`config.mk`:
```
export PLATFORM = sky130hd
export DESIGN_NAME = dma_inst_frontend
export DESIGN_NICKNAME = d
export VERILOG_FILES = /design/src/dma_pkg.sv /design/src/dma_tf_id_counter.sv /design/src/dma_rsp_spill.sv /design/src/dma_req_fifo.sv /design/src/dma_twod_splitter.sv /design/src/dma_inst_decoder.sv /design/src/dma_inst_frontend.sv
export SDC_FILE = /design/constraint.sdc
export NUM_CORES = 2
export LEC_CHECK = 0
export BUFFER_PORTS_ARGS = -buffer_cell sky130_fd_sc_hd__buf_2
export CORE_ASPECT_RATIO = 0.9
export CORE_MARGIN = 5
export CORE_UTILIZATION = 45
export DETAILED_ROUTE_END_ITERATION = 8
export PLACE_DENSITY = 0.64
export SLEW_MARGIN = 10
export SYNTH_ARGS = -nofsm -noshare
export SYNTH_HDL_FRONTEND = slang
export SYNTH_SLANG_ARGS = --single-unit
```
`constraint.sdc`:
```
create_clock -name clk_i -period 21.8 [get_ports clk_i]
set_input_delay 1.09 -clock clk_i [delete_from_list [all_inputs] [get_ports clk_i]]
set_output_delay 1.09 -clock clk_i [all_outputs]
set_load 0.005 [all_outputs]
```
`src/dma_pkg.sv`:
```
/*
 * Shared widths, DMA opcodes and bus types of the DMA instruction frontend.
 * Every design file refers to these by scoped name.
 */

package dma_pkg;

    localparam int unsigned ADDR_W   = 48;
    localparam int unsigned DATA_W   = 64;
    localparam int unsigned TF_ID_W  = 32;
    localparam int unsigned REP_W    = 32;
    localparam int unsigned ACC_ID_W = 5;

    // major opcode of the DMA extension (custom-1)
    localparam logic [6:0] OPC_DMA = 7'b0101011;

    // ------------------------------
    // function field values
    // ------------------------------
    localparam logic [6:0] DMSRC   = 7'b0000000;
    localparam logic [6:0] DMDST   = 7'b0000001;
    localparam logic [6:0] DMCPYI  = 7'b0000010;
    localparam logic [6:0] DMCPY   = 7'b0000011;
    localparam logic [6:0] DMSTATI = 7'b0000100;
    localparam logic [6:0] DMSTAT  = 7'b0000101;
    localparam logic [6:0] DMSTR   = 7'b0000110;
    localparam logic [6:0] DMREP   = 7'b0000111;

    // instruction word as seen by the decoder
    typedef struct packed {
        logic [6:0]  funct7;
        logic [17:0] operands;
        logic [6:0]  opcode;
    } op_enc_t;

    // immediate forms carry config in the rs2 field
    typedef struct packed {
        logic [6:0]  funct7;
        logic [2:0]  chan;
        logic [1:0]  cfg;
        logic [19:0] regs;
    } op_imm_t;

    typedef union packed {
        op_enc_t enc;
        op_imm_t imm;
    } op_word_u;

    typedef struct packed {
        logic [ACC_ID_W-1:0] tag;
        op_word_u            op;
        logic [DATA_W-1:0]   arga;
        logic [DATA_W-1:0]   argb;
    } acc_req_t;

    typedef struct packed {
        logic [ACC_ID_W-1:0] tag;
        logic [DATA_W-1:0]   data;
        logic                error;
    } acc_rsp_t;

    typedef struct packed {
        logic [ADDR_W-1:0] src_addr;
        logic [ADDR_W-1:0] dst_addr;
        logic [ADDR_W-1:0] length;
        logic [REP_W-1:0]  src_stride;
        logic [REP_W-1:0]  dst_stride;
        logic [REP_W-1:0]  reps;
    } nd_job_t;

    typedef struct packed {
        logic [ADDR_W-1:0] src_addr;
        logic [ADDR_W-1:0] dst_addr;
        logic [ADDR_W-1:0] length;
    } burst_req_t;

endpackage

```
`src/dma_tf_id_counter.sv`:
```
/*
 * Issued and completed transfer-ID counters, both wrap at TF_ID_W bits.
 */
`timescale 1ns/1ps

module dma_tf_id_counter (
    input  logic                        clk_i,
    input  logic                        rst_n_i,
    input  logic                        issue_i,
    input  logic                        retire_i,
    output logic [dma_pkg::TF_ID_W-1:0] next_id_o,
    output logic [dma_pkg::TF_ID_W-1:0] completed_id_o
);

    always_ff @(posedge clk_i) begin
        if (!rst_n_i) begin
            next_id_o      <= '0;
            completed_id_o <= '0;
        end else begin
            if (issue_i) begin
                next_id_o <= next_id_o + 1'b1;
            end
            if (retire_i) begin
                completed_id_o <= completed_id_o + 1'b1;
            end
        end
    end

endmodule

```
`src/dma_rsp_spill.sv`:
```
/*
 * Two-entry spill register on the response path. The output slot drives the
 * port directly from flops, the skid slot catches one response while the
 * output is stalled. Ready drops only when both slots hold data.
 */
`timescale 1ns/1ps

module dma_rsp_spill (
    input  logic              clk_i,
    input  logic              rst_n_i,
    input  dma_pkg::acc_rsp_t data_i,
    input  logic              valid_i,
    output logic              ready_o,
    output dma_pkg::acc_rsp_t data_o,
    output logic              valid_o,
    input  logic              ready_i
);

    dma_pkg::acc_rsp_t out_data_q;
    dma_pkg::acc_rsp_t skid_data_q;
    logic              out_valid_q;
    logic              skid_valid_q;
    logic              push;
    logic              pop;

    assign ready_o = !skid_valid_q;
    assign valid_o = out_valid_q;
    assign data_o  = out_data_q;
    assign push    = valid_i & ready_o;
    assign pop     = out_valid_q & ready_i;

    always_ff @(posedge clk_i) begin
        if (!rst_n_i) begin
            out_valid_q  <= 1'b0;
            skid_valid_q <= 1'b0;
        end else begin
            out_valid_q  <= (out_valid_q & ~pop) | push | skid_valid_q;
            skid_valid_q <= (skid_valid_q & ~pop) | (push & out_valid_q & ~pop);
        end
    end

    // skid entry is older, so it moves up first
    always_ff @(posedge clk_i) begin
        if (pop && skid_valid_q) begin
            out_data_q <= skid_data_q;
        end else if (push && (!out_valid_q || pop)) begin
            out_data_q <= data_i;
        end
        if (push && out_valid_q && !pop) begin
            skid_data_q <= data_i;
        end
    end

endmodule

```
`src/dma_req_fifo.sv`:
```
/*
 * Circular-buffer queue of launched copy jobs with valid/ready on both sides.
 * Ready while not full, a pushed job shows at the output one cycle later.
 */
`timescale 1ns/1ps

module dma_req_fifo #(
    parameter int unsigned DEPTH = 3
) (
    input  logic             clk_i,
    input  logic             rst_n_i,
    input  dma_pkg::nd_job_t data_i,
    input  logic             valid_i,
    output logic             ready_o,
    output dma_pkg::nd_job_t data_o,
    output logic             valid_o,
    input  logic             ready_i,
    output logic             empty_o
);

    localparam int unsigned PTR_W = (DEPTH > 1) ? $clog2(DEPTH) : 1;
    localparam int unsigned CNT_W = $clog2(DEPTH + 1);

    dma_pkg::nd_job_t mem_q [DEPTH];
    logic [PTR_W-1:0] wr_ptr_q;
    logic [PTR_W-1:0] rd_ptr_q;
    logic [CNT_W-1:0] cnt_q;
    logic             push;
    logic             pop;

    assign ready_o = (cnt_q != CNT_W'(DEPTH));
    assign valid_o = (cnt_q != '0);
    assign empty_o = (cnt_q == '0);
    assign data_o  = mem_q[rd_ptr_q];
    assign push    = valid_i & ready_o;
    assign pop     = valid_o & ready_i;

    always_ff @(posedge clk_i) begin
        if (!rst_n_i) begin
            wr_ptr_q <= '0;
            rd_ptr_q <= '0;
            cnt_q    <= '0;
        end else begin
            if (push) begin
                wr_ptr_q <= (wr_ptr_q == PTR_W'(DEPTH - 1)) ? '0 : wr_ptr_q + 1'b1;
            end
            if (pop) begin
                rd_ptr_q <= (rd_ptr_q == PTR_W'(DEPTH - 1)) ? '0 : rd_ptr_q + 1'b1;
            end
            if (push && !pop) begin
                cnt_q <= cnt_q + 1'b1;
            end else if (pop && !push) begin
                cnt_q <= cnt_q - 1'b1;
            end
        end
    end

    // storage
    always_ff @(posedge clk_i) begin
        if (push) begin
            mem_q[wr_ptr_q] <= data_i;
        end
    end

endmodule

```
`src/dma_twod_splitter.sv`:
```
/*
 * Splits one queued job into reps one-dimensional bursts, advancing source
 * and destination by their strides. Counts burst completions and pulses
 * job_done_o once all of them are back.
 */
`timescale 1ns/1ps

module dma_twod_splitter (
    input  logic                clk_i,
    input  logic                rst_n_i,
    input  dma_pkg::nd_job_t    job_i,
    input  logic                job_valid_i,
    output logic                job_ready_o,
    output dma_pkg::burst_req_t burst_o,
    output logic                burst_valid_o,
    input  logic                burst_ready_i,
    input  logic                burst_done_i,
    output logic                job_done_o,
    output logic                busy_o
);

    dma_pkg::nd_job_t          cur_q;
    logic                      busy_q;
    logic                      done_q;
    logic [dma_pkg::REP_W-1:0] issued_q;
    logic [dma_pkg::REP_W-1:0] retired_q;
    logic                      job_hs;
    logic                      burst_hs;
    logic                      last_done;

    // only takes a new job when idle
    assign job_ready_o   = !busy_q;
    assign job_hs        = job_valid_i & !busy_q;
    assign burst_valid_o = busy_q && (issued_q != cur_q.reps);
    assign burst_hs      = burst_valid_o & burst_ready_i;
    assign last_done     = busy_q && burst_done_i && !done_q &&
                           (retired_q + dma_pkg::REP_W'(1) == cur_q.reps);

    assign burst_o.src_addr = cur_q.src_addr;
    assign burst_o.dst_addr = cur_q.dst_addr;
    assign burst_o.length   = cur_q.length;
    assign job_done_o       = done_q;
    assign busy_o           = busy_q;

    // ------------------------------
    // issue and completion counters
    // ------------------------------
    always_ff @(posedge clk_i) begin
        if (!rst_n_i) begin
            busy_q    <= 1'b0;
            done_q    <= 1'b0;
            issued_q  <= '0;
            retired_q <= '0;
        end else begin
            done_q <= last_done;
            if (job_hs) begin
                busy_q    <= 1'b1;
                issued_q  <= '0;
                retired_q <= '0;
            end else begin
                // stays busy through the done pulse
                if (done_q) begin
                    busy_q <= 1'b0;
                end
                if (burst_hs) begin
                    issued_q <= issued_q + 1'b1;
                end
                if (busy_q && burst_done_i) begin
                    retired_q <= retired_q + 1'b1;
                end
            end
        end
    end

    // running addresses step by stride per issued burst
    always_ff @(posedge clk_i) begin
        if (job_hs) begin
            cur_q <= job_i;
        end else if (burst_hs) begin
            cur_q.src_addr <= cur_q.src_addr + dma_pkg::ADDR_W'(cur_q.src_stride);
            cur_q.dst_addr <= cur_q.dst_addr + dma_pkg::ADDR_W'(cur_q.dst_stride);
        end
    end

endmodule

```
`src/dma_inst_decoder.sv`:
```
/*
 * Decodes offloaded DMA instructions. Register writes update the staged job,
 * copies push the job into the queue and answer with the transfer ID,
 * status reads answer with the selected counter or flag.
 */
`timescale 1ns/1ps

module dma_inst_decoder (
    input  logic                           clk_i,
    input  logic                           rst_n_i,
    input  dma_pkg::acc_req_t              acc_req_i,
    input  logic                           acc_req_valid_i,
    output logic                           acc_req_ready_o,
    output dma_pkg::nd_job_t               job_o,
    output logic                           job_valid_o,
    input  logic                           job_ready_i,
    output dma_pkg::acc_rsp_t              rsp_o,
    output logic                           rsp_valid_o,
    input  logic                           rsp_ready_i,
    input  logic [dma_pkg::TF_ID_W-1:0]    next_id_i,
    input  logic [dma_pkg::TF_ID_W-1:0]    completed_id_i,
    input  logic                           busy_i
);

    localparam int unsigned HI_W = dma_pkg::ADDR_W - 32;

    dma_pkg::nd_job_t job_q;
    dma_pkg::nd_job_t job_d;
    // bit 1 is the 2D flag for copies, both bits select the status item
    logic [1:0]       cfg;
    logic [6:0]       funct;

    assign funct = acc_req_i.op.enc.funct7;

    // ------------------------------
    // instruction decode
    // ------------------------------
    always_comb begin : proc_decode
        job_d           = job_q;
        cfg             = 2'b00;
        acc_req_ready_o = 1'b0;
        job_valid_o     = 1'b0;
        rsp_valid_o     = 1'b0;
        rsp_o           = '0;
        rsp_o.tag       = acc_req_i.tag;

        if (acc_req_valid_i && acc_req_i.op.enc.opcode == dma_pkg::OPC_DMA) begin
            case (funct)
                dma_pkg::DMSRC: begin
                    job_d.src_addr  = {acc_req_i.argb[HI_W-1:0], acc_req_i.arga[31:0]};
                    acc_req_ready_o = 1'b1;
                end
                dma_pkg::DMDST: begin
                    job_d.dst_addr  = {acc_req_i.argb[HI_W-1:0], acc_req_i.arga[31:0]};
                    acc_req_ready_o = 1'b1;
                end
                dma_pkg::DMSTR: begin
                    job_d.src_stride = acc_req_i.arga[dma_pkg::REP_W-1:0];
                    job_d.dst_stride = acc_req_i.argb[dma_pkg::REP_W-1:0];
                    acc_req_ready_o  = 1'b1;
                end
                dma_pkg::DMREP: begin
                    job_d.reps      = acc_req_i.arga[dma_pkg::REP_W-1:0];
                    acc_req_ready_o = 1'b1;
                end
                dma_pkg::DMCPYI, dma_pkg::DMCPY: begin
                    cfg = (funct == dma_pkg::DMCPYI) ? acc_req_i.op.imm.cfg
                                                     : acc_req_i.argb[1:0];
                    job_d.length = acc_req_i.arga[dma_pkg::ADDR_W-1:0];
                    rsp_o.data   = dma_pkg::DATA_W'(next_id_i);
                    // job, response and request all handshake together
                    if (rsp_ready_i) begin
                        job_valid_o = 1'b1;
                        if (job_ready_i) begin
                            rsp_valid_o     = 1'b1;
                            acc_req_ready_o = 1'b1;
                        end
                    end
                end
                dma_pkg::DMSTATI, dma_pkg::DMSTAT: begin
                    cfg = (funct == dma_pkg::DMSTATI) ? acc_req_i.op.imm.cfg
                                                      : acc_req_i.argb[1:0];
                    case (cfg)
                        2'd0:    rsp_o.data = dma_pkg::DATA_W'(completed_id_i);
                        2'd1:    rsp_o.data = dma_pkg::DATA_W'(next_id_i);
                        2'd2:    rsp_o.data = dma_pkg::DATA_W'(busy_i);
                        default: rsp_o.data = dma_pkg::DATA_W'(!job_ready_i);
                    endcase
                    if (rsp_ready_i) begin
                        rsp_valid_o     = 1'b1;
                        acc_req_ready_o = 1'b1;
                    end
                end
                default: ;
            endcase
        end
    end

    // 1D jobs and empty 2D jobs run one repetition
    always_comb begin : proc_job_out
        job_o = job_d;
        if (!cfg[1] || job_d.reps == '0) begin
            job_o.reps = dma_pkg::REP_W'(1);
        end
    end

    // staged job registers
    always_ff @(posedge clk_i) begin
        if (!rst_n_i) begin
            job_q <= '0;
        end else if (acc_req_valid_i && acc_req_ready_o) begin
            job_q <= job_d;
        end
    end

endmodule

```
`src/dma_inst_frontend.sv`:
```
/*
 * Top level of the DMA instruction frontend. Takes offloaded instructions,
 * queues copy jobs, emits one-dimensional bursts and returns responses
 * through the spill register. REQ_FIFO_DEPTH sets the job queue depth.
 */
`timescale 1ns/1ps

module dma_inst_frontend #(
    parameter int unsigned REQ_FIFO_DEPTH = 3
) (
    input  logic                clk_i,
    input  logic                rst_n_i,
    input  dma_pkg::acc_req_t   acc_req_i,
    input  logic                acc_req_valid_i,
    output logic                acc_req_ready_o,
    output dma_pkg::acc_rsp_t   acc_rsp_o,
    output logic                acc_rsp_valid_o,
    input  logic                acc_rsp_ready_i,
    output dma_pkg::burst_req_t burst_req_o,
    output logic                burst_valid_o,
    input  logic                burst_ready_i,
    input  logic                burst_done_i,
    output logic                busy_o
);

    dma_pkg::nd_job_t            dec_job;
    logic                        dec_job_valid;
    logic                        dec_job_ready;
    dma_pkg::nd_job_t            fifo_job;
    logic                        fifo_job_valid;
    logic                        fifo_job_ready;
    logic                        fifo_empty;
    dma_pkg::acc_rsp_t           dec_rsp;
    logic                        dec_rsp_valid;
    logic                        dec_rsp_ready;
    logic                        job_done;
    logic                        splitter_busy;
    logic [dma_pkg::TF_ID_W-1:0] next_id;
    logic [dma_pkg::TF_ID_W-1:0] completed_id;

    assign busy_o = splitter_busy;

    // ------------------------------
    // decode and response path
    // ------------------------------
    dma_inst_decoder u_decoder (
        .clk_i           (clk_i),
        .rst_n_i         (rst_n_i),
        .acc_req_i       (acc_req_i),
        .acc_req_valid_i (acc_req_valid_i),
        .acc_req_ready_o (acc_req_ready_o),
        .job_o           (dec_job),
        .job_valid_o     (dec_job_valid),
        .job_ready_i     (dec_job_ready),
        .rsp_o           (dec_rsp),
        .rsp_valid_o     (dec_rsp_valid),
        .rsp_ready_i     (dec_rsp_ready),
        .next_id_i       (next_id),
        .completed_id_i  (completed_id),
        .busy_i          (splitter_busy | ~fifo_empty)
    );

    dma_rsp_spill u_rsp_spill (
        .clk_i   (clk_i),
        .rst_n_i (rst_n_i),
        .data_i  (dec_rsp),
        .valid_i (dec_rsp_valid),
        .ready_o (dec_rsp_ready),
        .data_o  (acc_rsp_o),
        .valid_o (acc_rsp_valid_o),
        .ready_i (acc_rsp_ready_i)
    );

    // IDs are issued when a job enters the queue
    dma_tf_id_counter u_id_counter (
        .clk_i          (clk_i),
        .rst_n_i        (rst_n_i),
        .issue_i        (dec_job_valid & dec_job_ready),
        .retire_i       (job_done),
        .next_id_o      (next_id),
        .completed_id_o (completed_id)
    );

    // ------------------------------
    // job queue and splitter
    // ------------------------------
    dma_req_fifo #(
        .DEPTH (REQ_FIFO_DEPTH)
    ) u_req_fifo (
        .clk_i   (clk_i),
        .rst_n_i (rst_n_i),
        .data_i  (dec_job),
        .valid_i (dec_job_valid),
        .ready_o (dec_job_ready),
        .data_o  (fifo_job),
        .valid_o (fifo_job_valid),
        .ready_i (fifo_job_ready),
        .empty_o (fifo_empty)
    );

    dma_twod_splitter u_splitter (
        .clk_i         (clk_i),
        .rst_n_i       (rst_n_i),
        .job_i         (fifo_job),
        .job_valid_i   (fifo_job_valid),
        .job_ready_o   (fifo_job_ready),
        .burst_o       (burst_req_o),
        .burst_valid_o (burst_valid_o),
        .burst_ready_i (burst_ready_i),
        .burst_done_i  (burst_done_i),
        .job_done_o    (job_done),
        .busy_o        (splitter_busy)
    );

endmodule

```
Word-level counts from Yosys, hierarchy flattened
Memories as Yosys holds them, arrays and structs flattened. A register that Yosys moved wholly into a read port is not among the register bits. Cells that the tools add are included.

Bitwise logic cells: 16. Muxes and demuxes: 37. Reductions and logical operators: 36. Eq/ne operators: 15. $add $sub $neg: 10.

Operators with widths (count): $mux 240 (1); $mux 96 (2); $mux 48 (3); $mux 70 (2); $add 32x1->32 const B (4); $mux 64 (2); $pmux 64 s2 (1); $add 48x32->48 (2); $pmux 32 s3 (1); $mux 32 (2); $eq 32x32->1 (1); $logic_not 32->1 (1); $ne 32x32->1 (1); $eq 7x3->1 const B (4); $mux 2 (9); $eq 7x2->1 const B (2); $logic_and 1x1->1 (12); $mux 1 (11); $reduce_bool 2->1 (5); $and 1x1->1 (9); $logic_not 1->1 (9); $eq 7x1->1 const B (1); $eq 7x6->1 const B (1); $logic_not 7->1 (1); other kinds (14) (27).

Logic and storage cells: 142. Register bits after elaboration: 756. Memories kept: 1. Input bits: 171. Memory bits (writable): 720. Output and inout port bits: 218.

Memory list: u_req_fifo.mem_q (depth 3, bits a word 240, rd ports 1, clocked after Yosys merged registers in 1, wr ports 1, RTL line dma_req_fifo.sv:24) `dma_pkg::nd_job_t mem_q [DEPTH];`.

Longest topological paths before layout
Depth after elaboration: 9. Depth in mapped cells: 13.

By module
From an unflattened synthesis, not the netlist that was laid out.

Cell total of the unflattened synthesis: 5258. Area, all modules: 65195.0 um^2.

Modules (own cells, without submodules): dma_req_fifo (area each 26977.1 um^2, sequential area each 21780.9 um^2, cells an instance 1554, instances 1); dma_twod_splitter (area each 17420.5 um^2, sequential area each 8528.2 um^2, cells an instance 1717, instances 1); dma_inst_decoder (area each 12490.7 um^2, sequential area each 4804.6 um^2, cells an instance 1403, instances 1); dma_rsp_spill (area each 5232.5 um^2, sequential area each 4244.1 um^2, cells an instance 231, instances 1); dma_tf_id_counter (area each 3061.7 um^2, sequential area each 1281.2 um^2, cells an instance 351, instances 1); dma_inst_frontend (area each 12.5 um^2, sequential area each 0.0 um^2, cells an instance 2, instances 1).

Worst setup path after synthesis
OpenSTA, ideal clock, no wires.

Path kind: input-to-reg. Start: in acc_req_i[156] (netlist name). End: mem u_req_fifo.mem_q[2][0] (netlist name), enable pin. Path slack: 0.963 ns. Stages: 4. Path buffers: 0. Data required time: 20.615 ns. Data arrival time: 19.652 ns. Cell sequence: or4_4 > nor3_1 > nand4_1 > nor3b_1.

Word-level cells in the longest chain between the ends: 7.

Ends and longest elaborated chain: start, declared (RTL line dma_inst_frontend.sv:13) `input dma_pkg::acc_req_t acc_req_i,`; $eq 7x2->1 (RTL line dma_inst_decoder.sv:48) `case (funct)`; $reduce_or 2->1 * (RTL line dma_inst_decoder.sv:48); $mux 1 * (RTL line dma_inst_decoder.sv:48); $mux 1 * (RTL line dma_inst_decoder.sv:47) `if (acc_req_valid_i && acc_req_i.op.enc.opcode == dma_pkg::OPC_DMA) begin`; $and 1x1->1 * (RTL line dma_req_fifo.sv:35) `assign push = valid_i & ready_o;`; $mux 1 * (RTL line dma_req_fifo.sv:60) `if (push) begin`; $mux 1 (not written as such) * (RTL line dma_req_fifo.sv:61) `mem_q[wr_ptr_q] <= data_i;`; end, declared (RTL line dma_req_fifo.sv:24).

Mark *: on every way between the ends. The rest lies on a longest branch, timed or not.

Final worst setup path
Start: in acc_req_i[130] (netlist name). End: out acc_req_ready_o.

Word-level cells in the longest chain between the ends: 3.

Ends and longest elaborated chain: $eq 7x6->1 (RTL line dma_inst_decoder.sv:47); $logic_and 1x1->1 (RTL line dma_inst_decoder.sv:47); $mux 1 (RTL line dma_inst_decoder.sv:47); end, declared (RTL line dma_inst_frontend.sv:15) `output logic acc_req_ready_o,`.

Every way passes these cells.

==> results.sh <==
export IMPL_setup_viol_count_final=0
export IMPL_vias_per_cell=5.450
export IMPL_power_density_nw_per_um2=121.2
export IMPL_hold_violations=0
export IMPL_hold_path_startpoint="u_decoder.job_q[97]"
export IMPL_ant_nets=0
export IMPL_slew_headroom_pct=17.55
export IMPL_p_switching_w=0.002575
export IMPL_grt_pass1_vias=36127
export IMPL_design_portCount=389
export IMPL_wirelength_um=148200
export IMPL_die_area_um2=140300
export IMPL_post_route_period_util_pct=26.24
export IMPL_path_max_fanout=49
export IMPL_grt_use_met3_pct=5.045
export IMPL_grt_start_max_net_pins=198
export IMPL_cp_arrival_ns=4.63
export IMPL_nNetsFinal=5343
export IMPL_clkSinkCount=1414
export IMPL_async_reset_ff_share_pct=0
export IMPL_dp_hpwl_um=89780
export IMPL_cpPeakStageDelay_ns=0.66
export IMPL_swShare_pct=32.04
export IMPL_finalSetupTns_ns=0
export IMPL_start_util_pct=45.42
export IMPL_synth_edff_count=1034
export IMPL_grt_use_met2_pct=32.28
export IMPL_die_h_um=355.8
export IMPL_final_common_cell="edfxtp_1"
export IMPL_crit_buf_inv=5
export IMPL_synth_area_um2=59790
export IMPL_cts_tree="yes"
export IMPL_path_class="in2out"
export IMPL_drv_slew=0
export IMPL_critPathRequiredTime_ns=20.71
export IMPL_max_freq_mhz=174.8
export IMPL_crit_family="simple AND/OR/NAND/NOR gates"
export IMPL_syn_area_per_cell_um2=11.93
export IMPL_vias=37891
export IMPL_grt_overflow_total=0
export IMPL_core_um2=131600
export IMPL_reg2reg_setup_slack_ns=17.80
export IMPL_period_needed_ns=5.720
export IMPL_power_w=0.008036
export IMPL_reg2reg_depth=11
export IMPL_grt_setup_unrepaired="no"
export IMPL_cts_hold_buf=0
export IMPL_insertion_delay_ns=0.78
export IMPL_cts_buffers=143
export IMPL_cp_cell_sequence="buf_2, or4bb_1, nor3_1, nand4_1, o21ai_0, nor2_4, buf_4, inv_2, buf_4, buf_2"
export IMPL_grt_total_usage_pct=20.55
export IMPL_num_rows=126
export IMPL_synth_warnings=0
export IMPL_remaining_drc_errors=0
export IMPL_drive_above_1_share_pct=12.84
export IMPL_cell_internal_pwr_w=0.005461
export IMPL_timing_rr_end="u_splitter.burst_o[88]"
export IMPL_areaGrowthSynthToFinish_pct=10.91
export IMPL_p_leak_nw=23.31
export IMPL_layout_common_cells="edfxtp_1 (1,034), nand2_1 (820), nor2_1 (399)"
export IMPL_cp_start_kind="input pin"
export IMPL_root_buffer="clkbuf_16"
export IMPL_pwr_share_seq_pct=43.5
export IMPL_antenna_found_initial=14
export IMPL_worstMarginPinSlew_ns=1.237
export IMPL_ys_seq_elements=1414
export IMPL_met1_usage_pct=28.32
export IMPL_p_comb_share_pct=27.0
export IMPL_busiest_layer="met2"
export IMPL_clkPwrFrac_pct=29.5
export IMPL_ys_flop_type="edfxtp_1"
export IMPL_outcome="complete, no violations"
export IMPL_holdPathStages=2
export IMPL_numPortBuffers=291
export IMPL_cts_buffer_depth=3
export IMPL_worst_path_max_delay_cell="or4bb_1"
export IMPL_synth_cell_types=79
export IMPL_post_cts_buffers=0
export IMPL_min_to="u_decoder.job_q[97]"
export IMPL_first_pass_iters=5
export IMPL_fin_skew_ns=0.06035
export IMPL_syn_inst=5013
export IMPL_end_kind="primary output"
export IMPL_clkTransAtPathRegs_ns=0.06
export IMPL_ys_seq_area_share_pct=64.65
export IMPL_grt_pass1_wl_um=220700
export IMPL_ir_drop_v=0.0001351
export IMPL_dieWidth_um=394.2
export IMPL_cts_resized=0
export IMPL_max_cap_violations=0
export IMPL_gp_congestion=0.8645
export IMPL_avgRoutedWirePerCell_um=21.31
export IMPL_htree_levels=4
export IMPL_drtIter0Drc=3020
export IMPL_holdCritPathClass="reg2reg"
export IMPL_r2r_start="u_splitter.burst_o[48]"
## worst register-to-register path: cells and delay by family, from the launching register on
kind	cells	cell delay (ns)
AOI/OAI and AO/OA	6	2.03
DFF	1	0.38
adders and majority gates	2	0.67
xor gates and xnor gates	1	0.20
and+or+nand+nor	2	0.43
## area by class of cell
cell class,count,area (µm²)
inverters,35,146.4
fillers,11372,65320
repair buffers,335,1837
flip-flops and latches,1414,38660
well taps,1728,2162
multi-input cells,3172,18940
clock inverters,56,455.4
diodes,6,15.01
clock buffers,207,4095
## metal layers
metal  part of all wire (%)  wire length [µm]
met2                     46             67560
met5                  0.036                53
met1                     44             65880
met4                    2.6              3898
met3                    7.3             10810
## through the flow
stage / cell area, µm² / util, % / worst slack [ns] / hold slack (ns) / cells
finish: 66320 / 50.38 / 16.08 / 0.4504 / 6953
global route: 66300 / 50.37 / 15.91 / 0.4720 / 6947
CTS: 66300 / 50.37 / 16.12 / 0.4526 / 6947
detailed placement: 61750 / 46.91 / 16.04 / 0.4448 / 6684
global placement: 61750 / 46.91 / 16.14 / 0.4363 / 6684
floorplan: 59910 / - / 0.9631 / 0.4294 / 5045
## cells in the mapped netlist (32+ instances only)
cell	count	area, µm²
ha_1	69	863.3
dfxtp_1	380	7607
nor3_1	71	355.3
inv_1	34	127.6
a22o_1	32	280.3
nand3_1	62	310.3
buf_4	177	1329
o21ai_0	263	1316
buf_1	42	157.7
edfxtp_1	1034	31050
clkbuf_1	191	716.9
nand4_1	52	325.3
a21oi_1	346	1732
or3_1	44	275.3
xor2_1	108	945.9
mux2_2	87	979.7
xnor2_1	135	1182
nor2_1	402	1509
mux2i_1	278	2783
nand2_1	822	3085
a211oi_1	78	585.6
## registers in the layout, summed over array words and instances, names as in the netlist, named ones only
name / count
u_splitter.issued_q: 32
u_splitter.job_done_o: 1
u_req_fifo.mem_q: 720
u_rsp_spill.valid_o: 1
u_req_fifo.cnt_q: 2
u_rsp_spill.data_o: 37
u_rsp_spill.skid_data_q: 37
u_splitter.burst_o: 144
u_splitter.retired_q: 32
u_splitter.cur_q: 96
u_req_fifo.wr_ptr_q: 2
u_decoder.job_q: 240
u_id_counter.completed_id_o: 32
u_id_counter.next_id_o: 32
u_rsp_spill.skid_valid_q: 1
u_req_fifo.rd_ptr_q: 2
u_splitter.busy_o: 1
## worst max path at each step
stage                         startpoint                       end  slack [ns]  cells after the start
after floorplan           acc_req_i[156]    u_req_fifo.mem_q[2][0]        0.96                      4
after global placement    acc_req_i[130]   u_req_fifo.mem_q[0][44]       16.14                      8
after detailed placement  acc_req_i[130]  u_req_fifo.mem_q[0][185]       16.04                      8
after CTS                 acc_req_i[130]           acc_req_ready_o       16.12                     10
after global routing      acc_req_i[130]           acc_req_ready_o       15.91                     10
final                     acc_req_i[130]           acc_req_ready_o       16.08                     10
## power by group through the flow
stage	sequential [W]	clock [W]	combinational, W
3_5_place_dp	0.00355	0	0.00216
5_1_grt	0.00352	0.00254	0.00240
3_3_place_gp	0.00355	0	0.00213
2_1_floorplan	0.00345	0	0.00171
4_1_cts	0.00350	0.00242	0.00217
6_report	0.00350	0.00237	0.00217
## cells by family after synthesis
group | Yosys count | share of synthesized area (%)
AOI/OAI and AO/OA | 845 | 8.169
other | 1 | 0.006272
muxes | 366 | 6.315
DFF | 1414 | 64.65
adders and majority gates | 71 | 1.511
buffers and inverters | 459 | 4.032
and+or+nand+nor | 1614 | 11.76
xor gates and xnor gates | 243 | 3.559
No activity file was read; power rests on OpenSTA's default activity.
